==> config.mk <==
export PLATFORM = sky130hd
export DESIGN_NAME = gpio_port
export DESIGN_NICKNAME = d
export VERILOG_FILES = /design/src/logic/soc_io_pkg.sv /design/src/logic/gpio_port.sv
export SDC_FILE = /design/constraint.sdc
export NUM_CORES = 1
export LEC_CHECK = 0
export ABC_CLOCK_PERIOD_IN_PS = 800
export BUFFER_PORTS_ARGS = -buffer_cell sky130_fd_sc_hd__clkbuf_2
export CORE_UTILIZATION = 33
export DETAILED_ROUTE_END_ITERATION = 10
export GPL_TIMING_DRIVEN = 0
export HOLD_SLACK_MARGIN = 0.1
export MAX_ROUTING_LAYER = met4
export PLACE_DENSITY = 0.74
export SLEW_MARGIN = 20
export SYNTH_ARGS = -nofsm -noshare
export SYNTH_HDL_FRONTEND = slang
export SYNTH_SLANG_ARGS = --single-unit
==> constraint.sdc <==
create_clock -name clk_100mhz -period 0.8 [get_ports clk_100mhz]
set_input_delay 0.04 -clock clk_100mhz [delete_from_list [all_inputs] [get_ports clk_100mhz]]
set_output_delay 0.04 -clock clk_100mhz [all_outputs]
set_load 0.02 [all_outputs]
==> src/logic/soc_io_pkg.sv <==
package soc_io_pkg;

    //////////////////////////////
    // Widths
    //////////////////////////////

    localparam int RAM_ADDR_W = 10;
    localparam int RAM_DEPTH = 1024;
    localparam int NUM_CHAN = 3;
    localparam int PRESCALE_W = 6;

    typedef logic [31:0] word_t;
    typedef logic [15:0] sw_t;
    typedef logic [4:0] btn_t;
    typedef logic [15:0] led_t;
    typedef logic [RAM_ADDR_W-1:0] ram_addr_t;
    typedef logic [1:0] chan_sel_t;
    typedef logic [2:0] disp_sel_t;

    //////////////////////////////
    // Address map
    //////////////////////////////

    // Byte addresses below this hit the data RAM
    localparam word_t ADDR_RAM_LIMIT = 32'h0000_1000;
    localparam word_t ADDR_DISP = 32'he000_0000;
    localparam word_t ADDR_GPIO = 32'hf000_0000;
    localparam word_t ADDR_COUNTER = 32'hf000_0004;

    //////////////////////////////
    // Counter prescaler
    //////////////////////////////

    // Tick widths in bits for channels 2 down to 0
    localparam logic [NUM_CHAN-1:0][2:0] PRESCALE_BITS = {3'd6, 3'd4, 3'd2};

endpackage
==> src/logic/gpio_port.sv <==
module gpio_port (
    input  logic                  clk_100mhz,
    input  logic                  rst,
    input  logic                  we,
    input  soc_io_pkg::word_t     wdata,
    output soc_io_pkg::led_t      led,
    output soc_io_pkg::chan_sel_t chan_sel
);

    import soc_io_pkg::*;

    // Field split of the GPIO write word
    //   [17:2] LED levels
    //   [1:0]  counter channel select
    always_ff @(posedge clk_100mhz) begin
        if (rst) begin
            led      <= '0;
            chan_sel <= '0;
        end else if (we) begin
            led      <= led_t'(wdata[17:2]);
            chan_sel <= chan_sel_t'(wdata[1:0]);
        end
    end

endmodule

==> flow_summary.yaml <==
floorplan:
  die_y_um: 46.4
  row_count: 15
  core_area_um2: 1780
  io_pins: 53
  die_w_um: 46.4
  start_util: 0.364
  dieArea_um2: 2150
placed_design:
  hpwlAfterDp_um: 941
  port_buffers: 36
  place_area_um2: 861
  gp_congestion: 0.703
  dpl_worst_slack_ns: 0.0752
timing:
  fin_crit_sh: 1.01
  period_minus_slack_ns: 0.806
  worst_pin_slew_ns: 0.179
  hold_violations: 0
  slew_headroom: 0.878
  fin_skew_ns: 0
  setup-tns-final_ns: -0.0154
  slew_viol_final: 0
  setup_viol: 3
  fin_ws_ns: -0.00636
  fmaxAchievable_mhz: 1240
  rsz0062_at_grt: "true"
critical_path:
  startpoint: "chan_sel[1]"
  cp_num_buf_inv: 1
  cp.depth: 1
  cp_cell_sequence: "buf_8"
  crit_fanout: 2
  r2r-start: "led[1]"
  path_class: "flop to output pin"
  crit_arrival_ns: 0.77
  critPathSlowestCell: "dfxtp_2"
  start_kind: "flop"
  path_delay_family: "flip-flops"
  slowest_delay_ns: 0.37
  cp-end-kind: "output pin"
  cp.required_ns: 0.76
  r2r_cells: 3
clocking:
  clock_path_buffers: 2
  path_clk_slew_ns: 0.10
  cts_hold_buf: 19
  cts.sinks: 18
  ctsRootBufferMaster: "clkbuf_4"
  insertion_delay_ns: 0.28
  cts.htree.levels: 1
  cts_made_buffers: 3
  cts_tree: "built"
finish:
  final_util: 0.728
  nets: 154
  fill_cells: 121
  seqCellArea_um2: 383
  diodes: 0
  drive_gt1_frac: 0.551
  final_common_cell: "clkbuf_2"
  areaGrowthSynthToFinish_pct: 100
  multi_input_area_um2: 251
  mostFrequentLayoutCells: "19 x clkbuf_2, 18 x nor2_1, 18 x dfxtp_2, 18 x dlygate4sd3_1, 18 x buf_8"
  finalInstanceArea_um2: 1300
grt:
  grt_util_all_layers: 0.188
  grt_pass1_vias: 641
  grt_antenna_before_repair: 0
  grt_start_max_net_pins: 11
  overflow: 0
  grt_pass1_wl_um: 2740
status:
  violations: "negative setup slack"
  status: "finished with violations"
drt:
  drt-total-wl_um: 1840
  wl_per_cell_um: 12.9
  drtIter0Drc: 6
  route.detailed.drc: 0
  vias_per_cell: 4.29
  num_vias: 613
  ant_nets: 0
  first_pass_iters: 2
run:
  maxCapViolCount: 0
power_and_ir_drop:
  peakVddDrop_v: 0.000915
  p_per_area_nw_per_um2: 1570
  p_leak_uw: 0.000628
hold_path:
  hold_path_class: "primary input to flop"
  whs_path_depth: 2
  hold_start: "rst"
synth:
  synthCells: 58
  syn_area_per_cell_um2: 11.2
  seq_area_frac_synth: 0.555
  ys_warn_count: 0
  syn_area_um2: 649
  syn_nets: 93
  ys_types: 7
  synth-seq-cells: 18
[flip-flops by register name, indices dropped and copies added, names as in the netlist]
signal	flops
chan_sel	2
led	16
[cell families after synthesis]
group / after synthesis / share of synthesized area
muxes: 18 / 0.277
DFF: 18 / 0.555
and+or+nand+nor: 18 / 0.104
buffers and inverters: 4 / 0.0636
[layout make-up]
type                       instances  area share
sequential                        18       0.295
timing repair buffer              56       0.428
clock buffer                       4      0.0279
tap                               25      0.0241
multi-input combinational         36       0.194
buffer                             4      0.0318
[power breakdown]
part | internal (µW) | leakage, µW | total, µW | switching, µW
combinational | 298 | 0.000452 | 488 | 190
clock | 277 | 0.0000210 | 542 | 265
sequential | 961 | 0.000155 | 1010 | 47.6
[timing repair]
item                                    in CTS  in global routing
cloned                                       0                  0
resized for setup                           53                 19
buffers inserted                             0                  2
hold endpoints to repair                    18                  8
endpoints found under the setup margin      18                 26
[layer usage]
| layer | track usage | vias up | part of all wire |
|---|---|---|---|
| met5 | - | - | 0 |
| met4 | 0.0824 | 0 | 0.0043 |
| met3 | 0.0314 | 2 | 0.015 |
| met2 | 0.347 | 12 | 0.60 |
| met1 | 0.188 | 288 | 0.38 |
| li1 | - | 311 | - |
[synth_stat cells (all sizes together)]
cell    number  area [µm²]
nor2        18        67.6
mux2i       18         180
dfxtp       18         360
buf          3        36.3
clkbuf       1        5.00
[path summary, 6_finish.rpt]
| check | endpoint | slack, ns |
|---|---|---|
| min reg2reg | led[6] | 0.52 |
| min | led[15] | 0.04 |
| max | chan_sel[1] | -0.006 |
| max reg2reg | led[1] | 0.06 |
[through the flow]
step | power, µW | hold slack, ns | std cells
5_1_grt | 2130 | 0.0708 | 143
3_5_place_dp | 1300 | 0.285 | 119
2_1_floorplan | 1180 | 0.187 | 58
3_3_place_gp | 1290 | 0.277 | 119
4_1_cts | 2010 | 0.0860 | 142
6_report | 2040 | 0.0425 | 143
(Power assumes the default switching activity.)
