===== config.mk =====
export PLATFORM = sky130hd
export DESIGN_NAME = io_bus_decoder
export DESIGN_NICKNAME = d
export VERILOG_FILES = /design/src/logic/soc_io_pkg.sv /design/src/logic/io_bus_decoder.sv
export SDC_FILE = /design/constraint.sdc
export NUM_CORES = 1
export LEC_CHECK = 0
export BUFFER_PORTS_ARGS = -buffer_cell sky130_fd_sc_hd__buf_2
export CORE_ASPECT_RATIO = 0.6
export CORE_MARGIN = 2
export CORE_UTILIZATION = 27
export CTS_CLUSTER_DIAMETER = 40
export DETAILED_ROUTE_END_ITERATION = 6
export GPL_ROUTABILITY_DRIVEN = 0
export GPL_TIMING_DRIVEN = 0
export HOLD_SLACK_MARGIN = 0.02
export PLACE_DENSITY_LB_ADDON = 0.08
export RECOVER_POWER = 100
export SLEW_MARGIN = 15
export SYNTH_ARGS = -nofsm -noshare
export SYNTH_HDL_FRONTEND = slang
export SYNTH_SLANG_ARGS = --single-unit

===== constraint.sdc =====
create_clock -name clk_100mhz -period 3.94 [get_ports clk_100mhz]
set_clock_uncertainty 0.2 [all_clocks]
set_input_delay 0.591 -clock clk_100mhz [delete_from_list [all_inputs] [get_ports clk_100mhz]]
set_output_delay 0.591 -clock clk_100mhz [all_outputs]
set_load 0.1 [all_outputs]

===== src/logic/soc_io_pkg.sv =====
package soc_io_pkg;

    //////////////////////////////
    // Widths
    //////////////////////////////

    localparam int RAM_ADDR_W = 10;
    localparam int RAM_DEPTH = 1024;
    localparam int NUM_CHAN = 3;
    localparam int PRESCALE_W = 6;

    typedef logic [31:0] word_t;
    typedef logic [15:0] sw_t;
    typedef logic [4:0] btn_t;
    typedef logic [15:0] led_t;
    typedef logic [RAM_ADDR_W-1:0] ram_addr_t;
    typedef logic [1:0] chan_sel_t;
    typedef logic [2:0] disp_sel_t;

    //////////////////////////////
    // Address map
    //////////////////////////////

    // Byte addresses below this hit the data RAM
    localparam word_t ADDR_RAM_LIMIT = 32'h0000_1000;
    localparam word_t ADDR_DISP = 32'he000_0000;
    localparam word_t ADDR_GPIO = 32'hf000_0000;
    localparam word_t ADDR_COUNTER = 32'hf000_0004;

    //////////////////////////////
    // Counter prescaler
    //////////////////////////////

    // Tick widths in bits for channels 2 down to 0
    localparam logic [NUM_CHAN-1:0][2:0] PRESCALE_BITS = {3'd6, 3'd4, 3'd2};

endpackage

===== src/logic/io_bus_decoder.sv =====
module io_bus_decoder (
    input  logic                            clk_100mhz,
    input  logic                            rst,
    input  soc_io_pkg::word_t               addr,
    input  soc_io_pkg::word_t               wdata,
    input  logic                            mem_w,
    input  logic                            mem_rd,
    input  soc_io_pkg::word_t               ram_rdata,
    input  soc_io_pkg::sw_t                 sw,
    input  soc_io_pkg::btn_t                btn,
    input  soc_io_pkg::chan_sel_t           chan_sel,
    input  soc_io_pkg::word_t               counter_value,
    input  logic [soc_io_pkg::NUM_CHAN-1:0] counter_flags,
    output logic                            ram_we,
    output soc_io_pkg::ram_addr_t           ram_addr,
    output soc_io_pkg::word_t               ram_wdata,
    output logic                            gpio_we,
    output logic                            counter_we,
    output logic                            disp_we,
    output soc_io_pkg::word_t               rdata
);

    import soc_io_pkg::*;

    logic  ram_hit;
    logic  disp_hit;
    logic  gpio_hit;
    logic  counter_hit;
    word_t gpio_word;
    word_t periph_word;
    logic  rd_ram_q;
    word_t rd_word_q;

    //////////////////////////////
    // Address decode
    //////////////////////////////

    assign ram_hit     = (addr < ADDR_RAM_LIMIT);
    assign disp_hit    = (addr == ADDR_DISP);
    assign gpio_hit    = (addr == ADDR_GPIO);
    assign counter_hit = (addr == ADDR_COUNTER);

    // One strobe per mapped write, nothing for unmapped addresses
    assign ram_we  = mem_w & ram_hit;
    assign gpio_we = mem_w & gpio_hit;
    assign disp_we = mem_w & disp_hit;
    // No channel to load when select is 3
    assign counter_we = mem_w & counter_hit & (chan_sel < chan_sel_t'(NUM_CHAN));

    // Word index from byte address
    assign ram_addr  = ram_addr_t'(addr[RAM_ADDR_W+1:2]);
    assign ram_wdata = wdata;

    //////////////////////////////
    // Read path
    //////////////////////////////

    // Flags 2..0 on top, then buttons and switches
    assign gpio_word = {counter_flags, 8'h00, btn, sw};

    always_comb begin
        if (gpio_hit) begin
            periph_word = gpio_word;
        end else if (counter_hit) begin
            periph_word = counter_value;
        end else begin
            periph_word = '0;
        end
    end

    // Peripheral words are captured with the strobe; the RAM has its own
    // read register, so its word is passed through for one cycle and then held
    always_ff @(posedge clk_100mhz) begin
        if (rst) begin
            rd_ram_q  <= 1'b0;
            rd_word_q <= '0;
        end else if (mem_rd) begin
            rd_ram_q  <= ram_hit;
            rd_word_q <= periph_word;
        end else if (rd_ram_q) begin
            rd_ram_q  <= 1'b0;
            rd_word_q <= ram_rdata;
        end
    end

    assign rdata = rd_ram_q ? ram_rdata : rd_word_q;

endmodule


==> impl_metrics.json <==
{
  "setup_viol_count_final": 0,
  "grtUsageMet1": 0.1891,
  "critPathArrivalTime_ps": 2660,
  "final_cell_mix": "128 x buf_2, 83 x clkbuf_1, 42 x buf_4",
  "wl_mm": 6.690,
  "hold_class": "input pin to flip-flop",
  "grt_pass1_vias": 2056,
  "cp-end-kind": "output port",
  "grt_max_degree": 11,
  "worstHoldStart": "counter_value[24]",
  "vdd_drop_max_v": 0.0001445,
  "port_buffers": 202,
  "path_clk_slew_ps": 50,
  "final_common_cell": "buf_2",
  "area_growth_pct": 52.47,
  "die_y_um": 73.64,
  "antenna_found_initial": 0,
  "insertion_delay_ps": 270,
  "maxCapViolCount": 0,
  "cts_tree": "done",
  "multiInputGateArea_um2": 1096,
  "slew-limit-headroom": 0.1978,
  "first_pass_iters": 4,
  "p_clk_frac": 0.366,
  "drive_gt1_frac": 0.5161,
  "p_int_w": 0.0006737,
  "critical_path_class": "input pin to output port",
  "fin_crit_sh": 0.8754,
  "seq_area_um2": 660.6,
  "ctsResizeCount": 0,
  "finalNetCount": 592,
  "grt_setup_unrepaired": "false",
  "htree_num_levels": 2,
  "total_leakage_power_nw": 1.594,
  "synthTopCellsByArea": "dfxtp_1 30%, mux2_2 17%, buf_4 14%",
  "p_per_area_nw_per_um2": 307.5,
  "p_seq_frac": 0.327,
  "synth-seq-area-share": 0.3028,
  "die-area_um2": 8841,
  "synthesis.nets": 383,
  "period_minus_slack_ps": 3449,
  "use_met3": 0.05047,
  "ant_nets": 0,
  "status": "complete, no violations",
  "drt_iter0_drc": 55,
  "hpwl_mm": 5.584,
  "ys_warn_count": 0,
  "pwr-share-comb": 0.307,
  "drc": 0,
  "hold_violations": 0,
  "report.final.slew_viol_count": 0,
  "sw_frac_of_total": 0.3414,
  "std_cell_rows": 25,
  "num_vias": 2262,
  "core_um2": 7851,
  "synth_seq_cells": 33,
  "grt_first_pass_wirelength_mm": 9.846,
  "cts_setup_buffers": 0,
  "cts_hold_buf": 0,
  "io_pins": 236,
  "fin_util": 0.4237,
  "cts_max_path_buffers": 2,
  "synth_top_area_frac": 0.3028,
  "required_ps": 3150,
  "clock-sinks": 33,
  "diodes": 0,
  "cp_max_fo": 10,
  "nFillCells": 837,
  "start_util": 0.2779,
  "synth_cell_types": 25,
  "rrSetupSlack_ps": 1980,
  "grt_use_met2": 0.2222,
  "root_buffer": "clkbuf_16",
  "synth.cell_area_um2": 2182,
  "wl_per_cell_um": 12.34,
  "cts_made_buffers": 5,
  "yosys.area.top_type": "dfxtp_1",
  "reg2reg_from": "rd_ram_q$_SDFF_PP0_",
  "grt_use_total": 0.1422,
  "busiest_layer": "met2",
  "die_w_um": 120.1,
  "grt_overflow": 0,
  "cp-start-kind": "input pin",
  "viasPerCell": 4.173,
  "cp-startpoint": "addr[27]",
  "tns_ps": 0,
  "max_freq_mhz": 289.9,
  "power.switching_w": 0.0003493,
  "syn_inst": 225,
  "worst_slew_pin_slew_ps": 1208,
  "syn_avg_cell_area_um2": 9.698
}
worst max-delay path, cell delays in order:
cell,delay (ps)
buf_2,100
nor4_1,320
nand4_1,250
nor2_1,180
clkbuf_1,400
nor4b_2,310
clkbuf_2,510
layer usage:
| layer | share of wire | wire length, um |
|---|---|---|
| met1 | 0.46 | 3109 |
| met3 | 0.098 | 655 |
| met5 | 0 | 0 |
| met4 | 0.010 | 68 |
| met2 | 0.43 | 2856 |
flip-flops by register name, summed over array words and instances (netlist names):
signal and cells:
rd_ram_q 1, rd_word_q 32
cell type report:
type,count,share of cell area
plain buffers,55,0.1098
clock buffers,7,0.04287
inverters,2,0.002256
multi-input cells,135,0.3294
flip-flops and latches,33,0.1986
well taps,108,0.04062
repair buffers,202,0.2764
cells in the mapped netlist (all sizes together):
master and number:
buf 51, dfxtp 33, mux2 32, nand2 25, mux2i 24, o21ai 24
a32o 8, nor4 6, clkbuf 4, nor2 4, inv 2, nand4 2
nor3 2, nor4b 2, or4 2, a21oi 1, and3 1, and4b 1
nand2b 1
worst paths after layout:
path / end / cells after the start
max: gpio_we / 7
min: rd_word_q[24]$_SDFF_PP0_ / 2
max reg2reg: rd_word_q[30]$_SDFF_PP0_ / 5
min reg2reg: rd_word_q[2]$_SDFF_PP0_ / 3
power by group through the flow:
stage / Combinational (W) / Sequential (W) / Clock (W)
after CTS: 0.000325 / 0.000334 / 0.000391
final: 0.000314 / 0.000334 / 0.000375
after global placement: 0.000323 / 0.000341 / 0
after detailed placement: 0.000325 / 0.000341 / 0
after global routing: 0.000330 / 0.000334 / 0.000406
after floorplan: 0.000235 / 0.000341 / 0
kinds of logic (layout without fill, tap and decap cells):
| group | Yosys count | count (layout) | share of synthesized area |
|---|---|---|---|
| buffers and inverters | 57 | 266 | 0.1777 |
| multiplexers | 56 | 56 | 0.2752 |
| AND/OR/NAND/NOR | 46 | 46 | 0.1158 |
| AO/OA/AOI/OAI | 33 | 33 | 0.1284 |
| flip-flops | 33 | 33 | 0.3028 |
per-stage QoR:
step | cell area [um2] | hold WS, ps | power (W) | setup WS, ps | std cells
floorplan | 2200 | 545.9 | 0.0005762 | -17.05 | 225
global placement | 3346 | 349.3 | 0.0006645 | 567.1 | 535
detailed placement | 3346 | 357.1 | 0.0006655 | 552.9 | 535
CTS | 3488 | 355.6 | 0.001050 | 553.6 | 542
global route | 3327 | 353.8 | 0.001069 | 190.3 | 542
finish | 3327 | 360.6 | 0.001023 | 491.1 | 542
No activity file was read; power rests on OpenSTA's default activity.
