## src/logic/soc_io_pkg.sv

```systemverilog
package soc_io_pkg;

    //////////////////////////////
    // Widths
    //////////////////////////////

    localparam int RAM_ADDR_W = 10;
    localparam int RAM_DEPTH = 1024;
    localparam int NUM_CHAN = 3;
    localparam int PRESCALE_W = 6;

    typedef logic [31:0] word_t;
    typedef logic [15:0] sw_t;
    typedef logic [4:0] btn_t;
    typedef logic [15:0] led_t;
    typedef logic [RAM_ADDR_W-1:0] ram_addr_t;
    typedef logic [1:0] chan_sel_t;
    typedef logic [2:0] disp_sel_t;

    //////////////////////////////
    // Address map
    //////////////////////////////

    // Byte addresses below this hit the data RAM
    localparam word_t ADDR_RAM_LIMIT = 32'h0000_1000;
    localparam word_t ADDR_DISP = 32'he000_0000;
    localparam word_t ADDR_GPIO = 32'hf000_0000;
    localparam word_t ADDR_COUNTER = 32'hf000_0004;

    //////////////////////////////
    // Counter prescaler
    //////////////////////////////

    // Tick widths in bits for channels 2 down to 0
    localparam logic [NUM_CHAN-1:0][2:0] PRESCALE_BITS = {3'd6, 3'd4, 3'd2};

endpackage
```

## src/logic/display_mux.sv

```systemverilog
module display_mux (
    input  logic                            clk_100mhz,
    input  logic                            rst,
    input  logic                            we,
    input  soc_io_pkg::word_t               wdata,
    input  soc_io_pkg::disp_sel_t           sel,
    input  soc_io_pkg::led_t                led,
    input  soc_io_pkg::word_t               counter_value,
    input  logic [soc_io_pkg::NUM_CHAN-1:0] flags,
    input  soc_io_pkg::word_t               rdata,
    input  soc_io_pkg::word_t               addr,
    input  soc_io_pkg::sw_t                 sw,
    output soc_io_pkg::word_t               disp_num
);

    import soc_io_pkg::*;

    word_t disp_reg_q;
    word_t disp_next;

    // Display data register at ADDR_DISP
    always_ff @(posedge clk_100mhz) begin
        if (rst) begin
            disp_reg_q <= '0;
        end else if (we) begin
            disp_reg_q <= wdata;
        end
    end

    //////////////////////////////
    // Eight-way selector
    //////////////////////////////

    always_comb begin
        case (sel)
            3'd0:    disp_next = disp_reg_q;
            3'd1:    disp_next = word_t'(led);
            3'd2:    disp_next = counter_value;
            3'd3:    disp_next = addr;
            3'd4:    disp_next = wdata;
            3'd5:    disp_next = rdata;
            3'd6:    disp_next = word_t'(sw);
            default: disp_next = word_t'(flags);
        endcase
    end

    // Registered so the panel sees a stable word
    always_ff @(posedge clk_100mhz) begin
        if (rst) begin
            disp_num <= '0;
        end else begin
            disp_num <= disp_next;
        end
    end

endmodule

```

## config.mk

```make
export PLATFORM = sky130hd
export DESIGN_NAME = display_mux
export DESIGN_NICKNAME = d
export VERILOG_FILES = /design/src/logic/soc_io_pkg.sv /design/src/logic/display_mux.sv
export SDC_FILE = /design/constraint.sdc
export NUM_CORES = 1
export LEC_CHECK = 0
export BUFFER_PORTS_ARGS = -buffer_cell sky130_fd_sc_hd__buf_2
export CORE_MARGIN = 5
export CORE_UTILIZATION = 45
export CTS_BUF_LIST = sky130_fd_sc_hd__clkbuf_8
export DETAILED_ROUTE_END_ITERATION = 10
export GPL_ROUTABILITY_DRIVEN = 0
export PLACE_DENSITY = 0.8
export SYNTH_ARGS = -nofsm -noshare
export SYNTH_HDL_FRONTEND = slang
export SYNTH_SLANG_ARGS = --single-unit
export TNS_END_PERCENT = 30
```

## constraint.sdc

```tcl
create_clock -name clk_100mhz -period 1.65 [get_ports clk_100mhz]
set_clock_uncertainty 0.15 [all_clocks]
set_input_delay 0.2475 -clock clk_100mhz [delete_from_list [all_inputs] [get_ports clk_100mhz]]
set_output_delay 0.2475 -clock clk_100mhz [all_outputs]
set_load 0.05 [all_outputs]
```

==> impl_metrics.env <==
export IMPL_dr_first_iter_drc_count=186
export IMPL_p_leak_nw=2.49
export IMPL_coreArea_um2=8590
export IMPL_yosysUniqueCellTypes=41
export IMPL_cts_tree="built"
export IMPL_clk_latency_ns=0.33
export IMPL_drc=0
export IMPL_initial_core_util_pct=45.5
export IMPL_gr_usage_met1_pct=27.8
export IMPL_wl_mm=12.8
export IMPL_critPathKind="primary input to register"
export IMPL_nets=801
export IMPL_synth_adder_area_share_pct=0
export IMPL_critPathRequiredTime_ns=1.75
export IMPL_pwr_share_clk_pct=29.2
export IMPL_p_sw_share_pct=31.5
export IMPL_rsz0062_at_grt="no"
export IMPL_regArea_um2=1280
export IMPL_numCtsBuffers=9
export IMPL_timing_fmax_mhz=687
export IMPL_setup_viol=0
export IMPL_grt_use_met2_pct=40.3
export IMPL_synth_seq_cells=64
export IMPL_p_int_mw=2.68
export IMPL_pin_count=201
export IMPL_final_hold_viol_count=0
export IMPL_muxShareOfSynthArea_pct=14.8
export IMPL_first_global_vias=4161
export IMPL_cts_reportedPaths_clkPinSlew_ns=0.08
export IMPL_grt_overflow=0
export IMPL_power_frac_seq_pct=42.9
export IMPL_drive_above_1_share_pct=42.0
export IMPL_maxCapViolCount=0
export IMPL_worst_ir_drop_vdd_uv=373
export IMPL_worstPathMaxFanout=12
export IMPL_status="finished, final reports clean"
export IMPL_synth_seq_area_share_pct=32.7
export IMPL_synth_xor_area_share_pct=0
export IMPL_chipWidth_um=103
export IMPL_viasPerCell=5.65
export IMPL_htreeDepth=3
export IMPL_relSlewSlack_pct=41.2
export IMPL_num_rows=34
export IMPL_antenna_found_initial=0
export IMPL_syn_cell_area_um2=3910
export IMPL_yosys_warnings=0
export IMPL_final_cells=744
export IMPL_routed_via_count=4203
export IMPL_fin_util_pct=61.6
export IMPL_cts_resized=0
export IMPL_start_kind="primary input"
export IMPL_tightestPinTransition_ns=0.880
export IMPL_grt_pass1_wl_mm=19.4
export IMPL_p_switching_mw=1.23
export IMPL_busiest_layer="met2"
export IMPL_maxSlewViolCount=0
export IMPL_multi_input_area_um2=2360
export IMPL_finalCritPeriodShare_pct=88.2
export IMPL_grt_use_total_pct=23.2
export IMPL_cts_buffer_depth=2
export IMPL_synth_compound_area_share_pct=20.9
export IMPL_cp_arrival_ns=1.55
export IMPL_tns_ns=0
export IMPL_grt_max_degree=33
export IMPL_whs_ns=0.0248
export IMPL_post_route_min_period_ns=1.46
export IMPL_dr_pass1_iters=4
export IMPL_synth_top_family_by_area="simple AND/OR/NAND/NOR gates"
export IMPL_yosys_area_share_simple_pct=24.8
export IMPL_ant_nets=0
export IMPL_comb_power_share_pct=27.9
export IMPL_nFillCells=755
export IMPL_synthesis_nets=605
export IMPL_die_y_um=103
export IMPL_die_area_um2=10700
export IMPL_cts_sinks=64
export IMPL_hold_class="primary input to register"
export IMPL_setup_worst_path_end_class="register"
export IMPL_cts_setup_buffers=0
export IMPL_grtUsageMet3_pct=5.10
export IMPL_cts_root_buf="clkbuf_8"
export IMPL_synthToLayoutAreaGrowth_pct=35.2
export IMPL_port_buffers=200
export IMPL_netlist_instances=436
export IMPL_power_density_nw_per_um2=740
export IMPL_wl_per_cell_um=17.2
export IMPL_dp_hpwl_mm=10.0
export IMPL_dp_cells=728
export IMPL_syn_avg_cell_area_um2=8.97
cells in the mapped netlist:
| cell | number | area [µm²] |
|---|---|---|
| nor2_1 | 37 | 139 |
| or3b_1 | 3 | 26.3 |
| a21boi_0 | 3 | 22.5 |
| mux2i_1 | 32 | 320 |
| o21ai_0 | 13 | 65.1 |
| inv_1 | 3 | 11.3 |
| mux2_1 | 8 | 90.1 |
| a32o_1 | 3 | 30.0 |
| nor2b_1 | 11 | 68.8 |
| nand3_1 | 5 | 25.0 |
| o211ai_1 | 8 | 60.1 |
| buf_6 | 4 | 45.0 |
| nor4b_1 | 4 | 35.0 |
| nor3_1 | 1 | 5.00 |
| a21oi_1 | 16 | 80.1 |
| a211o_1 | 3 | 26.3 |
| a221oi_1 | 1 | 8.76 |
| nand3b_1 | 3 | 22.5 |
| a32oi_1 | 10 | 87.6 |
| nor3b_4 | 1 | 18.8 |
| a22oi_1 | 15 | 113 |
| buf_2 | 24 | 120 |
| and2_1 | 1 | 6.26 |
| nand2_1 | 10 | 37.5 |
| o221ai_1 | 3 | 26.3 |
| a2bb2oi_1 | 8 | 70.1 |
| clkbuf_1 | 17 | 63.8 |
| mux2_2 | 15 | 169 |
| o21ai_1 | 10 | 50.1 |
| nor4bb_1 | 24 | 240 |
| nand2b_1 | 1 | 6.26 |
| a31oi_2 | 1 | 12.5 |
| buf_1 | 1 | 3.75 |
| o31ai_1 | 8 | 60.1 |
| dfxtp_1 | 64 | 1280 |
| a211oi_2 | 3 | 37.5 |
| and3_1 | 23 | 144 |
| buf_4 | 3 | 22.5 |
| nor3b_1 | 26 | 195 |
| a21bo_1 | 1 | 10.0 |
| a31oi_1 | 9 | 56.3 |
logic make-up (layout without fill, tap and decap cells):
group | Yosys count | count (layout)
flops | 64 | 64
simple gates | 150 | 150
mux | 55 | 55
compound gates | 115 | 115
buf+inv | 52 | 251
other cells | 0 | 1
registers in the layout (all words and copies together) (netlist names):
register,flops
disp_reg_q,32
disp_num,32
per-stage QoR:
| step | area [µm²] | total power [mW] | worst slack, ns |
|---|---|---|---|
| floorplan | 3910 | 2.38 | 0.247 |
| global placement | 5120 | 2.77 | -0.0750 |
| detailed placement | 5120 | 2.80 | -0.130 |
| CTS | 5290 | 3.95 | 0.205 |
| global route | 5290 | 4.11 | 0.0462 |
| finish | 5290 | 3.92 | 0.195 |
layout make-up:
type	count	share of cell area [%]
antenna	1	0.0473
clock buffer	10	2.60
clock inverter	4	0.426
inverter	3	0.213
multi-input combinational	320	44.7
sequential	64	24.2
tap	108	2.55
timing repair buffer	234	25.3
final timing paths:
check / from / to / slack, ns / cells after the start
worst min-delay path: wdata[5] / disp_reg_q[5] / 0.02 / 3
worst max register to register: disp_reg_q[0] / disp_num[0] / 0.25 / 3
worst max-delay path: sel[1] / disp_num[10] / 0.19 / 4
worst min register to register: disp_reg_q[20] / disp_reg_q[20] / 0.35 / 2
repair_timing:
item | in CTS | in global routing
hold buffers | 1 | 0
endpoints found under the hold margin | 1 | 0
endpoints found under the setup margin | 0 | 0
layout by cell type (no fill, tap or decap), types with 9 or more instances in the layout:
| cell | synthesis | final |
|---|---|---|
| mux2_2 | 15 | 15 |
| clkbuf_8 | 0 | 10 |
| nand2_1 | 10 | 10 |
| a21oi_1 | 16 | 16 |
| o21ai_0 | 13 | 13 |
| dfxtp_1 | 64 | 64 |
| nor3b_1 | 26 | 26 |
| a32oi_1 | 10 | 10 |
| mux2i_1 | 32 | 32 |
| nor2b_1 | 11 | 11 |
| a31oi_1 | 9 | 9 |
| buf_4 | 3 | 28 |
| buf_2 | 24 | 199 |
| nor2_1 | 37 | 37 |
| a22oi_1 | 15 | 15 |
| o21ai_1 | 10 | 10 |
| and3_1 | 23 | 23 |
| nor4bb_1 | 24 | 24 |
layer usage:
metal	vias to the layer above	routed length, µm
li1	2039	-
met1	1969	5130
met2	177	6400
met3	18	1080
met4	0	205
met5	-	0
critical path, cell delays in order:
cell	delay [ns]
buf_2	0.20
nor2b_1	0.74
a2bb2oi_1	0.17
o211ai_1	0.19
power by group through the flow:
| stage | combinational, mW | clock [mW] | sequential, mW |
|---|---|---|---|
| after detailed placement | 1.09 | 0 | 1.71 |
| after floorplan | 0.482 | 0 | 1.90 |
| after global routing | 1.17 | 1.25 | 1.69 |
| after global placement | 1.06 | 0 | 1.71 |
| after CTS | 1.09 | 1.17 | 1.68 |
| final | 1.09 | 1.14 | 1.68 |
(Power assumes the default switching activity.)
