--- src/logic/soc_io_pkg.sv ---
package soc_io_pkg;

    //////////////////////////////
    // Widths
    //////////////////////////////

    localparam int RAM_ADDR_W = 10;
    localparam int RAM_DEPTH = 1024;
    localparam int NUM_CHAN = 3;
    localparam int PRESCALE_W = 6;

    typedef logic [31:0] word_t;
    typedef logic [15:0] sw_t;
    typedef logic [4:0] btn_t;
    typedef logic [15:0] led_t;
    typedef logic [RAM_ADDR_W-1:0] ram_addr_t;
    typedef logic [1:0] chan_sel_t;
    typedef logic [2:0] disp_sel_t;

    //////////////////////////////
    // Address map
    //////////////////////////////

    // Byte addresses below this hit the data RAM
    localparam word_t ADDR_RAM_LIMIT = 32'h0000_1000;
    localparam word_t ADDR_DISP = 32'he000_0000;
    localparam word_t ADDR_GPIO = 32'hf000_0000;
    localparam word_t ADDR_COUNTER = 32'hf000_0004;

    //////////////////////////////
    // Counter prescaler
    //////////////////////////////

    // Tick widths in bits for channels 2 down to 0
    localparam logic [NUM_CHAN-1:0][2:0] PRESCALE_BITS = {3'd6, 3'd4, 3'd2};

endpackage
--- src/logic/timer_counter.sv ---
module timer_counter (
    input  logic                                clk_100mhz,
    input  logic                                rst,
    input  logic                                we,
    input  soc_io_pkg::chan_sel_t               chan_sel,
    input  soc_io_pkg::word_t                   wdata,
    output soc_io_pkg::word_t                   counter_value,
    output logic [soc_io_pkg::NUM_CHAN-1:0]     flags
);

    import soc_io_pkg::*;

    logic [PRESCALE_W-1:0] prescale_q;
    logic [NUM_CHAN-1:0]   tick;
    logic [NUM_CHAN-1:0]   flag_q;
    word_t                 count_q [NUM_CHAN];

    //////////////////////////////
    // Prescaler and ticks
    //////////////////////////////

    always_ff @(posedge clk_100mhz) begin
        if (rst) begin
            prescale_q <= '0;
        end else begin
            prescale_q <= prescale_q + 1'b1;
        end
    end

    // Channel k ticks once its low PRESCALE_BITS[k] bits are all ones
    always_comb begin
        logic [PRESCALE_W-1:0] mask;
        for (int i = 0; i < NUM_CHAN; i++) begin
            mask = (PRESCALE_W'(1) << PRESCALE_BITS[i]) - 1'b1;
            tick[i] = ((prescale_q & mask) == mask);
        end
    end

    //////////////////////////////
    // Down-counters
    //////////////////////////////

    always_ff @(posedge clk_100mhz) begin
        if (rst) begin
            for (int i = 0; i < NUM_CHAN; i++) begin
                count_q[i] <= '0;
            end
            flag_q <= '0;
        end else begin
            for (int i = 0; i < NUM_CHAN; i++) begin
                if (we && (chan_sel == chan_sel_t'(i))) begin
                    // Reload wins over a tick in the same cycle
                    count_q[i] <= wdata;
                    flag_q[i]  <= 1'b0;
                end else if (tick[i] && (count_q[i] != '0)) begin
                    count_q[i] <= count_q[i] - 1'b1;
                    if (count_q[i] == word_t'(1)) begin
                        flag_q[i] <= 1'b1;
                    end
                end
            end
        end
    end

    // Select value 3 has no channel behind it
    always_comb begin
        case (chan_sel)
            2'd0:    counter_value = count_q[0];
            2'd1:    counter_value = count_q[1];
            2'd2:    counter_value = count_q[2];
            default: counter_value = '0;
        endcase
    end

    assign flags = flag_q;

endmodule

--- config.mk ---
export PLATFORM = sky130hd
export DESIGN_NAME = timer_counter
export DESIGN_NICKNAME = d
export VERILOG_FILES = /design/src/logic/soc_io_pkg.sv /design/src/logic/timer_counter.sv
export SDC_FILE = /design/constraint.sdc
export NUM_CORES = 1
export LEC_CHECK = 0
export BUFFER_PORTS_ARGS = -buffer_cell sky130_fd_sc_hd__buf_4
export CORE_MARGIN = 5
export CORE_UTILIZATION = 50
export CTS_CLUSTER_SIZE = 30
export DETAILED_ROUTE_END_ITERATION = 12
export PLACE_DENSITY_LB_ADDON = 0.3
export REMOVE_ABC_BUFFERS = 1
export SYNTH_ARGS = -nofsm -noshare
export SYNTH_HDL_FRONTEND = slang
export SYNTH_SLANG_ARGS = --single-unit
--- constraint.sdc ---
create_clock -name clk_100mhz -period 5.6 [get_ports clk_100mhz]
set_input_delay 0.28 -clock clk_100mhz [delete_from_list [all_inputs] [get_ports clk_100mhz]]
set_output_delay 0.28 -clock clk_100mhz [all_outputs]
set_load 0.01 [all_outputs]
==> insert_results.sql, run 1 <==
INSERT INTO impl_metrics (metric_group, metric, value, unit) VALUES
('outcome', 'result_of_the_run', 'complete, no violations', ''),
('cts', 'cts_hold_buffers', '0', ''),
('setup_path', 'timing.critical_path.from_type', 'flop', ''),
('grt', 'grt_start_max_net_pins', '60', ''),
('worst_hold_path', 'hold_class', 'input pin to flop', ''),
('cells_and_area', 'final-seq-area', '3063', 'um^2'),
('cts', 'cts-resized-gates', '0', ''),
('sta', 'total_neg_setup_slack', '0', 'ps'),
('sta', 'maxClockFrequency', '262.5', 'MHz'),
('sta', 'max_slew.worst_pin.slew', '1091', 'ps'),
('routing', 'postRouteWirelength', '20.67', 'mm'),
('synth', 'ys_types', '53', ''),
('sta', 'post-route-min-period', '3810', 'ps'),
('placed_design', 'dp_hpwl', '14.69', 'mm'),
('routing', 'post_drt_wl_per_cell', '20.52', 'um'),
('power_and_ir_drop', 'cellPowerDensity', '241.9', 'nW/um^2'),
('sta', 'finClkSkew', '8.599', 'ps'),
('cts', 'clkLatencyLatePin', '360', 'ps'),
('routing', 'firstDrtPassIters', '6', ''),
('run', 'maxCapViolations', '0', ''),
('cts', 'number_of_buffers_inserted_to_repair_setup_after_cts', '0', ''),
('power_and_ir_drop', 'cellLeakagePower', '2.778', 'nW'),
('synth', 'dominantRegCellSynth', 'sky130_fd_sc_hd__edfxtp_1', ''),
('routing', 'remaining_drc_errors', '0', ''),
('setup_path', 'kind_of_capture_point_of_the_worst_setup_path', 'flop', ''),
('sta', 'finalSetupViolations', '0', ''),
('placed_design', 'pre_cts_ws', '1796', 'ps'),
('sta', 'setup_ws', '1790', 'ps'),
('cells_and_area', 'fillers', '1275', ''),
('floorplanning', 'die_area', '17010', 'um^2'),
('placed_design', 'portBuffers', '71', ''),
('cts', 'tritoncts.num_buffers', '9', ''),
('routing', 'number_of_nets_with_antenna_violations_after_detailed_routing', '0', ''),
('synth', 'post_synth_inst_count', '771', ''),
('synth', 'synth.cell_area', '7253', 'um^2'),
('synth', 'synth_sequential_area_ratio', '42.23', '%'),
('synth', 'synth_enable_flop_cells', '96', ''),
('cells_and_area', 'mostFrequentLayoutCell', 'sky130_fd_sc_hd__nor2_1', ''),
('floorplanning', 'die_h', '130.4', 'um'),
('setup_path', 'timing.critical_path.fanout_max', '37', ''),
('cts', 'clock_tree.buffer_depth', '2', ''),
('floorplanning', 'boundaryPins', '72', ''),
('routing', 'dr_total_vias', '6288', ''),
('synth', 'synth.ff_latch_count', '105', ''),
('setup_path', 'timing.critical_path.slowest_stage_cell', 'sky130_fd_sc_hd__or2b_2', ''),
('cts', 'cts_tree', 'built', ''),
('cts', 'cts_root_buf', 'sky130_fd_sc_hd__clkbuf_16', ''),
('grt', 'first_pass_grt_wire_length', '32.64', 'mm'),
('setup_path', 'worst_ep_required_time', '5680', 'ps'),
('setup_path', 'path_cells', 'inv_1 > ha_1 > or4b_1 > or4_4 > nor3_4 > o211ai_1 > or2b_2 > buf_4 > a211oi_1', ''),
('cts', 'clk_pin_slew_worst_paths', '70', 'ps'),
('sta', 'timing_max_transition_violations_final', '0', ''),
('grt', 'antenna_found_initial', '0', ''),
('cells_and_area', 'area_delta_synth_final', '12.85', '%'),
('floorplanning', 'core_area', '14370', 'um^2'),
('placed_design', 'gp_congestion', '0.9353', ''),
('floorplanning', 'initial_utilization', '50.48', '%'),
('sta', 'hold_slack', '192.6', 'ps'),
('routing', 'routed_via_density', '6.244', ''),
('setup_path', 'critPathKind', 'flop to flop', ''),
('cts', 'numClockSinks', '105', ''),
('floorplanning', 'fp.dieW', '130.4', 'um'),
('grt', 'track_usage', '24.67', '%'),
('floorplanning', 'row_count', '44', ''),
('cells_and_area', 'most-common-layout-cells', 'sky130_fd_sc_hd__nor2_1, sky130_fd_sc_hd__edfxtp_1, sky130_fd_sc_hd__buf_4', ''),
('cells_and_area', 'antenna_cells_inserted', '0', ''),
('sta', 'setup_repair_after_global_routing_missed_its_margin', 'false', ''),
('sta', 'final_hold_violation_count', '0', ''),
('cts', 'htree_num_levels', '3', ''),
('grt', 'via_count_of_the_first_global_routing_pass', '6176', ''),
('routing', 'detailedRoute.firstIterationViolations', '579', ''),
('sta', 'post-route-period-util', '68.03', '%'),
('setup_path', 'arrival', '3890', 'ps'),
('grt', 'global_route.overflow_total', '0', ''),
('cells_and_area', 'design.final.nets', '863', ''),
('sta', 'max-slew-margin-rel', '27.03', '%'),
('cells_and_area', 'final_layout_size_suffix_gt1_share', '13.97', '%'),
('cells_and_area', 'multi_input_area', '3954', 'um^2'),
('setup_path', 'critical_path_s_largest_stage_delay', '680', 'ps'),
('synth', 'yosysWarningCount', '0', ''),
('synth', 'postSynthAreaPerCell', '9.408', 'um^2'),
('synth', 'ys_async_sr_fraction', '0', '%'),
('power_and_ir_drop', 'irDropWorstVdd', '0.0001796', 'V');
Yosys cell counts (all sizes together) (8+ instances only):
library cell / instances / area, um^2
or3: 8 / 50.05
or4: 12 / 93.84
a211oi: 57 / 432.9
ha: 8 / 100.1
mux2i: 33 / 330.3
xor2: 34 / 297.8
dfxtp: 9 / 180.2
a31o: 32 / 280.3
o21ai: 35 / 175.2
nand2: 62 / 235.2
clkbuf: 25 / 93.84
nor4: 29 / 242.7
inv: 8 / 30.03
buf: 23 / 140.1
edfxtp: 96 / 2883
nor3: 32 / 171.4
nor2: 142 / 533.0
nand3: 14 / 70.07
xnor2: 54 / 473.0
nand4: 10 / 68.81
flip-flops by register name, indices dropped and copies added (netlist names):
signal	count
count_q	96
prescale_q	6
flags	3
worst max-delay path: cells and delay by family, from the launching register on:
family                     cells  cell delay [ps]
buffers and inverters          2              540
AOI/OAI and AO/OA              2              230
DFF                            1              470
adders and majority gates      1              230
and+or+nand+nor                4             2060
metrics by stage:
step / area (um^2) / utilization [%] / std cells / power (mW)
after floorplan: 7019 / - / 723 / 1.204
after global placement: 7908 / 55.03 / 991 / 1.354
after detailed placement: 7908 / 55.03 / 991 / 1.366
after CTS: 8185 / 56.97 / 1007 / 1.989
after global routing: 8185 / 56.97 / 1007 / 2.061
final: 8185 / 56.97 / 1007 / 1.980
layout make-up:
type,instances,share of cell area (%)
tap,184,2.813
clock buffer,10,2.797
clock inverter,6,0.5961
multi-input combinational,610,48.30
sequential,105,37.42
timing repair buffer,84,7.704
inverter,8,0.3669
per-layer routing:
layer,GRT usage (%),vias up,share of wire [%]
met5,0,-,0
met1,32.39,3007,41
met2,40.46,283,48
met4,9.135,0,3.1
li1,-,2946,-
met3,5.163,52,8.3
power by group:
part | leakage [nW] | internal [mW] | switching, mW
clock | 0.134 | 0.340 | 0.286
combinational | 1.56 | 0.150 | 0.199
sequential | 1.08 | 0.923 | 0.0825
total | 2.78 | 1.41 | 0.567
worst paths after layout:
| path | slack [ps] | end | startpoint | depth (start not counted) |
|---|---|---|---|---|
| min reg2reg | 460 | prescale_q[0] | prescale_q[0] | 1 |
| min | 190 | prescale_q[0] | rst | 2 |
| max | 1790 | count_q[1][17] | count_q[1][0] | 9 |
| max reg2reg | 1790 | count_q[1][17] | count_q[1][0] | 9 |
kinds of logic after synthesis:
logic type / after synthesis / synth area share, %
AO/OA/AOI/OAI: 141 / 14.13
XOR/XNOR: 88 / 10.63
adder cells (fa/ha/maj): 8 / 1.380
buffers and inverters: 56 / 3.640
flip-flops: 105 / 42.23
multiplexers: 33 / 4.554
AND/OR/NAND/NOR: 340 / 23.44
(Power assumes the default switching activity.)
==> run 2, diff against run 1 <==
==> constraint.sdc (replaced) <==
create_clock -name clk_100mhz -period 3.39 [get_ports clk_100mhz]
set_input_delay 0.1695 -clock clk_100mhz [delete_from_list [all_inputs] [get_ports clk_100mhz]]
set_output_delay 0.1695 -clock clk_100mhz [all_outputs]
set_load 0.01 [all_outputs]
==> run 2 against run 1 <==
First-iteration DRC count increased by 16%. Clock power increased by 69%. Final area increased by 2.0%. Global-route usage increased by 0.54 points. Via count increased by 2.3%. Sequential power increased by 64%. Clock skew increased by 7.1 ps. Non-clock buffer count increased by 15. Utilization increased by 1.2 points. Worst setup slack got worse by 1500 ps. Final cell count increased by 1.5%.
==> insert_results.sql, run 2 (synthesized netlist as in run 1, its figures left out) <==
INSERT INTO impl_metrics (metric_group, metric, value, unit) VALUES
('floorplanning', 'die_h', '130.4', 'um'),
('floorplanning', 'initial_utilization', '50.48', '%'),
('worst_hold_path', 'whs_path_depth', '2', ''),
('sta', 'timing_max_transition_violations_final', '0', ''),
('grt', 'antenna_found_initial', '0', ''),
('routing', 'number_of_nets_with_antenna_violations_after_detailed_routing', '0', ''),
('power_and_ir_drop', 'cellLeakagePower', '2.878', 'nW'),
('cells_and_area', 'post_layout_nonfiller_instances', '1022', ''),
('grt', 'global_route.overflow_total', '0', ''),
('routing', 'detailedRoute.firstIterationViolations', '669', ''),
('grt', 'grt_start_max_net_pins', '50', ''),
('setup_path', 'kind_of_capture_point_of_the_worst_setup_path', 'flop', ''),
('floorplanning', 'boundaryPins', '72', ''),
('cts', 'numClockSinks', '105', ''),
('sta', 'setup_repair_after_global_routing_missed_its_margin', 'false', ''),
('cells_and_area', 'design.final.nets', '878', ''),
('power_and_ir_drop', 'irDropWorstVdd', '0.0002555', 'V'),
('sta', 'finClkSkew', '15.73', 'ps'),
('routing', 'dr_total_vias', '6434', ''),
('floorplanning', 'core_area', '14370', 'um^2'),
('floorplanning', 'die_area', '17010', 'um^2'),
('cells_and_area', 'area_delta_synth_final', '15.16', '%'),
('run', 'maxCapViolations', '0', ''),
('cts', 'number_of_buffers_inserted_to_repair_setup_after_cts', '0', ''),
('floorplanning', 'row_count', '44', ''),
('sta', 'maxClockFrequency', '317.6', 'MHz'),
('cells_and_area', 'final_layout_size_suffix_gt1_share', '16.11', '%'),
('setup_path', 'timing.critical_path.fanout_max', '17', ''),
('outcome', 'result_of_the_run', 'complete, no violations', ''),
('placed_design', 'cell_area_reported_after_detailed_placement', '8065', 'um^2'),
('grt', 'track_usage', '25.21', '%'),
('routing', 'firstDrtPassIters', '5', ''),
('sta', 'max-slew-margin-rel', '23.41', '%'),
('cells_and_area', 'max_reg_flops', '96', ''),
('sta', 'final_hold_violation_count', '0', ''),
('sta', 'hold_slack', '86.02', 'ps'),
('setup_path', 'arrival', '3270', 'ps'),
('grt', 'via_count_of_the_first_global_routing_pass', '6229', ''),
('worst_hold_path', 'worstHoldEndpoint', 'prescale_q[2]', ''),
('sta', 'finalSetupViolations', '0', ''),
('sta', 'post-route-min-period', '3148', 'ps'),
('cells_and_area', 'largest-register', 'count_q', ''),
('worst_hold_path', 'worst_hold_startpoint', 'rst', ''),
('routing', 'remaining_drc_errors', '0', ''),
('cts', 'cts_hold_buffers', '0', ''),
('cells_and_area', 'layout.cell_area.non_filler', '8353', 'um^2'),
('sta', 'post-route-period-util', '92.87', '%'),
('cts', 'clkLatencyLatePin', '360', 'ps'),
('routing', 'routed_via_density', '6.295', ''),
('placed_design', 'dp_hpwl', '15.21', 'mm'),
('power_and_ir_drop', 'cellPowerDensity', '398.7', 'nW/um^2'),
('grt', 'first_pass_grt_wire_length', '33.30', 'mm'),
('placed_design', 'portBuffers', '71', ''),
('cts', 'clock_tree.buffer_depth', '2', ''),
('setup_path', 'reg2reg_to', 'count_q[2][20]', ''),
('setup_path', 'reg2reg_start', 'count_q[1][0]', ''),
('setup_path', 'timing.critical_path.from_type', 'flop', ''),
('floorplanning', 'fp.dieW', '130.4', 'um'),
('cells_and_area', 'antenna_cells_inserted', '0', ''),
('setup_path', 'r2r.worst_path.cells', '9', ''),
('cts', 'htree_num_levels', '3', ''),
('cts', 'cts_root_buf', 'sky130_fd_sc_hd__clkbuf_16', ''),
('cts', 'tritoncts.num_buffers', '9', ''),
('placed_design', 'placed_cells', '1006', ''),
('setup_path', 'r2r_setup_slack', '240', 'ps'),
('cells_and_area', 'mostFrequentLayoutCell', 'sky130_fd_sc_hd__nor2_1', ''),
('worst_hold_path', 'hold_class', 'input pin to flop', ''),
('cells_and_area', 'finalCoreUtilization', '58.13', '%'),
('cells_and_area', 'most-common-layout-cells', 'sky130_fd_sc_hd__nor2_1, sky130_fd_sc_hd__edfxtp_1, sky130_fd_sc_hd__buf_4', ''),
('routing', 'post_drt_wl_per_cell', '20.98', 'um'),
('setup_path', 'worst_ep_required_time', '3510', 'ps'),
('cts', 'cts_tree', 'built', ''),
('routing', 'postRouteWirelength', '21.45', 'mm'),
('setup_path', 'critPathKind', 'flop to flop', ''),
('cts', 'clk_pin_slew_worst_paths', '70', 'ps'),
('sta', 'total_neg_setup_slack', '0', 'ps'),
('sta', 'max_slew.worst_pin.slew', '1146', 'ps'),
('placed_design', 'gp_congestion', '0.9049', ''),
('cts', 'cts-resized-gates', '0', '');
run 2: final cells by class:
type	instances	area, um^2
clock buffers	10	229.0
clock inverters	6	58.81
fillers	1235	6016
inverters	8	30.03
multi-input cells	610	3949
flip-flops and latches	105	3063
well taps	184	230.2
repair buffers	99	793.3
run 2: layer usage:
layer,vias up,track usage [%],wire length [um]
met1,3095,33.51,8783
met2,315,41.73,10330
met4,0,9.437,520
li1,2984,-,-
met3,40,4.024,1810
met5,-,0,0
run 2: where the power goes:
group / switching [mW] / leakage (nW) / total, mW / internal, mW
Combinational: 0.345 / 1.65 / 0.614 / 0.269
Clock: 0.491 / 0.146 / 1.06 / 0.570
Sequential: 0.131 / 1.08 / 1.66 / 1.52
Total: 0.967 / 2.88 / 3.33 / 2.36
run 2: critical path, cell delays in order, from the launching register on:
cell,delay (ps)
sky130_fd_sc_hd__edfxtp_1,480
sky130_fd_sc_hd__inv_1,120
sky130_fd_sc_hd__ha_1,240
sky130_fd_sc_hd__or4b_1,470
sky130_fd_sc_hd__or4_4,460
sky130_fd_sc_hd__nor3_4,220
sky130_fd_sc_hd__o211ai_1,140
sky130_fd_sc_hd__nor2b_2,330
sky130_fd_sc_hd__buf_12,220
sky130_fd_sc_hd__a31o_1,220
run 2: through the flow:
step	total power, mW	setup slack [ps]
final	3.330	241.8
after CTS	3.334	265.7
after floorplan	1.990	-1736
after global routing	3.446	108.7
after global placement	2.266	366.8
after detailed placement	2.287	274.7
run 2: worst max path at each step:
stage | startpoint | end | slack (ps) | cells after the start
floorplan | count_q[0][0] | count_q[0][21] | -1740 | 7
global placement | count_q[1][0] | count_q[2][19] | 370 | 9
detailed placement | count_q[1][0] | count_q[2][20] | 270 | 9
CTS | count_q[1][0] | count_q[2][20] | 270 | 9
global route | count_q[1][0] | count_q[2][20] | 110 | 9
finish | count_q[1][0] | count_q[2][20] | 240 | 9
==> run 3, diff against run 2 <==
--- a/config.mk
+++ b/config.mk
@@ -5,7 +5,7 @@
 export SDC_FILE = /design/constraint.sdc
 export NUM_CORES = 1
 export LEC_CHECK = 0
-export BUFFER_PORTS_ARGS = -buffer_cell sky130_fd_sc_hd__buf_4
+export BUFFER_PORTS_ARGS = -buffer_cell sky130_fd_sc_hd__buf_2
 export CORE_MARGIN = 5
 export CORE_UTILIZATION = 50
 export CTS_CLUSTER_SIZE = 30
==> run 3 against run 2 <==
Final cell count grew 0.39%. Via count down 0.75%. Non-clock buffer count rose by 5. Sequential cell count stayed put. Clock skew down 7.5 ps. First-iteration DRC count down 8.8%. Total power decreased by 4.3%. Clock power is 9.9% lower. Final area shrank 2.6%. Die area is the same. Worst hold slack gained 53 ps. Critical endpoint is now count_q[1][18].
==> insert_results.sql, run 3 (synthesized netlist as in run 1, its figures left out) <==
INSERT INTO impl_metrics (metric_group, metric, value, unit) VALUES
('setup_path', 'worst_ep_required_time', '3440', 'ps'),
('outcome', 'result_of_the_run', 'complete, no violations', ''),
('grt', 'grt_most_used_layer', 'met2', ''),
('cells_and_area', 'area_delta_synth_final', '12.18', '%'),
('sta', 'timing_max_transition_violations_final', '0', ''),
('worst_hold_path', 'worstHoldEndpoint', 'prescale_q[0]', ''),
('setup_path', 'r2r.worst_path.cells', '9', ''),
('grt', 'use_met3', '4.553', '%'),
('setup_path', 'critPathKind', 'flop to flop', ''),
('floorplanning', 'die_area', '17010', 'um^2'),
('routing', 'dr_total_vias', '6386', ''),
('cts', 'tritoncts.num_buffers', '9', ''),
('cells_and_area', 'mostFrequentLayoutCell', 'sky130_fd_sc_hd__nor2_1', ''),
('cts', 'numClockSinks', '105', ''),
('cells_and_area', 'final_layout_size_suffix_gt1_share', '16.27', '%'),
('placed_design', 'portBuffers', '71', ''),
('grt', 'first_pass_grt_wire_length', '32.36', 'mm'),
('cts', 'number_of_buffers_inserted_to_repair_setup_after_cts', '0', ''),
('worst_hold_path', 'worst_hold_startpoint', 'rst', ''),
('setup_path', 'critical_path_s_largest_stage_delay', '480', 'ps'),
('grt', 'via_count_of_the_first_global_routing_pass', '6136', ''),
('grt', 'global_route.overflow_total', '0', ''),
('grt', 'grt_start_max_net_pins', '49', ''),
('cells_and_area', 'max_reg_flops', '96', ''),
('setup_path', 'critical-path-top-delay-family', 'simple AND/OR/NAND/NOR gates', ''),
('cts', 'cts-resized-gates', '0', ''),
('worst_hold_path', 'hold_class', 'input pin to flop', ''),
('setup_path', 'arrival', '3180', 'ps'),
('grt', 'grt_use_met2', '40.43', '%'),
('worst_hold_path', 'whs_path_depth', '2', ''),
('placed_design', 'pre_cts_ws', '276.3', 'ps'),
('sta', 'setup_repair_after_global_routing_missed_its_margin', 'false', ''),
('floorplanning', 'die_h', '130.4', 'um'),
('setup_path', 'worst-path-buf-inv', '2', ''),
('cts', 'clock_tree.buffer_depth', '2', ''),
('cts', 'clkLatencyLatePin', '350', 'ps'),
('cts', 'clk_pin_slew_worst_paths', '70', 'ps'),
('cts', 'cts_hold_buffers', '0', ''),
('floorplanning', 'fp.dieW', '130.4', 'um'),
('setup_path', 'path_cells', 'inv_1 > ha_1 > or4b_1 > or4_4 > nor3_4 > o211ai_1 > or2b_2 > buf_4 > a211oi_1', ''),
('setup_path', 'r2r_setup_slack', '260', 'ps'),
('sta', 'final_hold_violation_count', '0', ''),
('cells_and_area', 'most-common-layout-cells', 'sky130_fd_sc_hd__nor2_1, sky130_fd_sc_hd__edfxtp_1, sky130_fd_sc_hd__buf_2', ''),
('sta', 'finalSetupViolations', '0', ''),
('setup_path', 'timing.critical_path.fanout_max', '36', ''),
('run', 'maxCapViolations', '0', ''),
('routing', 'post_drt_wl_per_cell', '20.30', 'um'),
('routing', 'postRouteWirelength', '20.83', 'mm'),
('cts', 'htree_num_levels', '3', ''),
('sta', 'post-route-period-util', '92.41', '%'),
('cells_and_area', 'fillers', '1288', ''),
('cells_and_area', 'finalCoreUtilization', '56.63', '%'),
('sta', 'setup_ws', '257.2', 'ps'),
('routing', 'number_of_nets_with_antenna_violations_after_detailed_routing', '0', ''),
('cts', 'cts_tree', 'built', ''),
('power_and_ir_drop', 'fin_total_pwr', '3.186', 'mW'),
('setup_path', 'kind_of_capture_point_of_the_worst_setup_path', 'flop', ''),
('routing', 'firstDrtPassIters', '5', ''),
('setup_path', 'reg2reg_to', 'count_q[1][18]', ''),
('floorplanning', 'core_area', '14370', 'um^2'),
('sta', 'finClkSkew', '8.221', 'ps'),
('power_and_ir_drop', 'irDropWorstVdd', '0.0003318', 'V'),
('cts', 'cts_root_buf', 'sky130_fd_sc_hd__clkbuf_16', ''),
('sta', 'maxClockFrequency', '319.2', 'MHz'),
('placed_design', 'dp_hpwl', '14.94', 'mm'),
('sta', 'post-route-min-period', '3133', 'ps'),
('cells_and_area', 'antenna_cells_inserted', '0', ''),
('routing', 'routed_via_density', '6.224', ''),
('grt', 'track_usage', '24.66', '%'),
('setup_path', 'timing.critical_path.slowest_stage_cell', 'sky130_fd_sc_hd__edfxtp_1', ''),
('setup_path', 'timing.critical_path.from_type', 'flop', ''),
('floorplanning', 'boundaryPins', '72', ''),
('sta', 'max_slew.worst_pin.slew', '1208', 'ps'),
('cells_and_area', 'largest-register', 'count_q', ''),
('grt', 'grt_util_met1', '33.24', '%'),
('power_and_ir_drop', 'cellLeakagePower', '2.819', 'nW'),
('routing', 'remaining_drc_errors', '0', ''),
('grt', 'antenna_found_initial', '0', ''),
('floorplanning', 'row_count', '44', ''),
('sta', 'max-slew-margin-rel', '19.15', '%'),
('placed_design', 'gp_congestion', '0.9150', ''),
('cells_and_area', 'design.final.nets', '883', ''),
('setup_path', 'reg2reg_start', 'count_q[1][0]', ''),
('floorplanning', 'initial_utilization', '50.48', '%'),
('routing', 'detailedRoute.firstIterationViolations', '610', ''),
('power_and_ir_drop', 'cellPowerDensity', '391.6', 'nW/um^2');
## run 3: per-layer routing
metal | vias up | wire length, um | share of wire (%)
met2 | 279 | 9945 | 48
met4 | 0 | 555 | 2.7
met5 | - | 0 | 0
met1 | 3070 | 8762 | 42
li1 | 2989 | - | -
met3 | 48 | 1564 | 7.5
## run 3: cell type report
class | instances | area, um^2 | area share [%]
clock buffers | 11 | 232.7 | 2.860
well taps | 184 | 230.2 | 2.829
repair buffers | 104 | 603.1 | 7.412
clock inverters | 4 | 21.27 | 0.2614
multi-input cells | 610 | 3956 | 48.62
flip-flops and latches | 105 | 3063 | 37.64
inverters | 8 | 30.03 | 0.3691
## run 3: how the worst max path moves through the flow
stage,to,slack [ps],from,cells past startpoint
after floorplan,count_q[0][21],-1740,count_q[0][0],7
after global placement,count_q[1][19],380,count_q[1][0],9
after detailed placement,count_q[1][18],280,count_q[1][0],9
after CTS,count_q[1][18],260,count_q[1][0],9
after global routing,count_q[1][18],90,count_q[1][0],9
final,count_q[1][18],260,count_q[1][0],9
## run 3: per-stage QoR
stage,hold WS [ps],TNS [ps],instance area (um^2),instances
6_report,139.0,0,8137,1026
3_3_place_gp,428.7,0,7883,1011
4_1_cts,134.0,0,8137,1026
3_5_place_dp,447.2,0,7883,1011
2_1_floorplan,236.2,-83880,7019,723
5_1_grt,142.3,0,8137,1026
## run 3: power breakdown
| group | internal, mW | switching (mW) |
|---|---|---|
| clock | 0.490 | 0.465 |
| combinational | 0.237 | 0.335 |
| sequential | 1.52 | 0.134 |
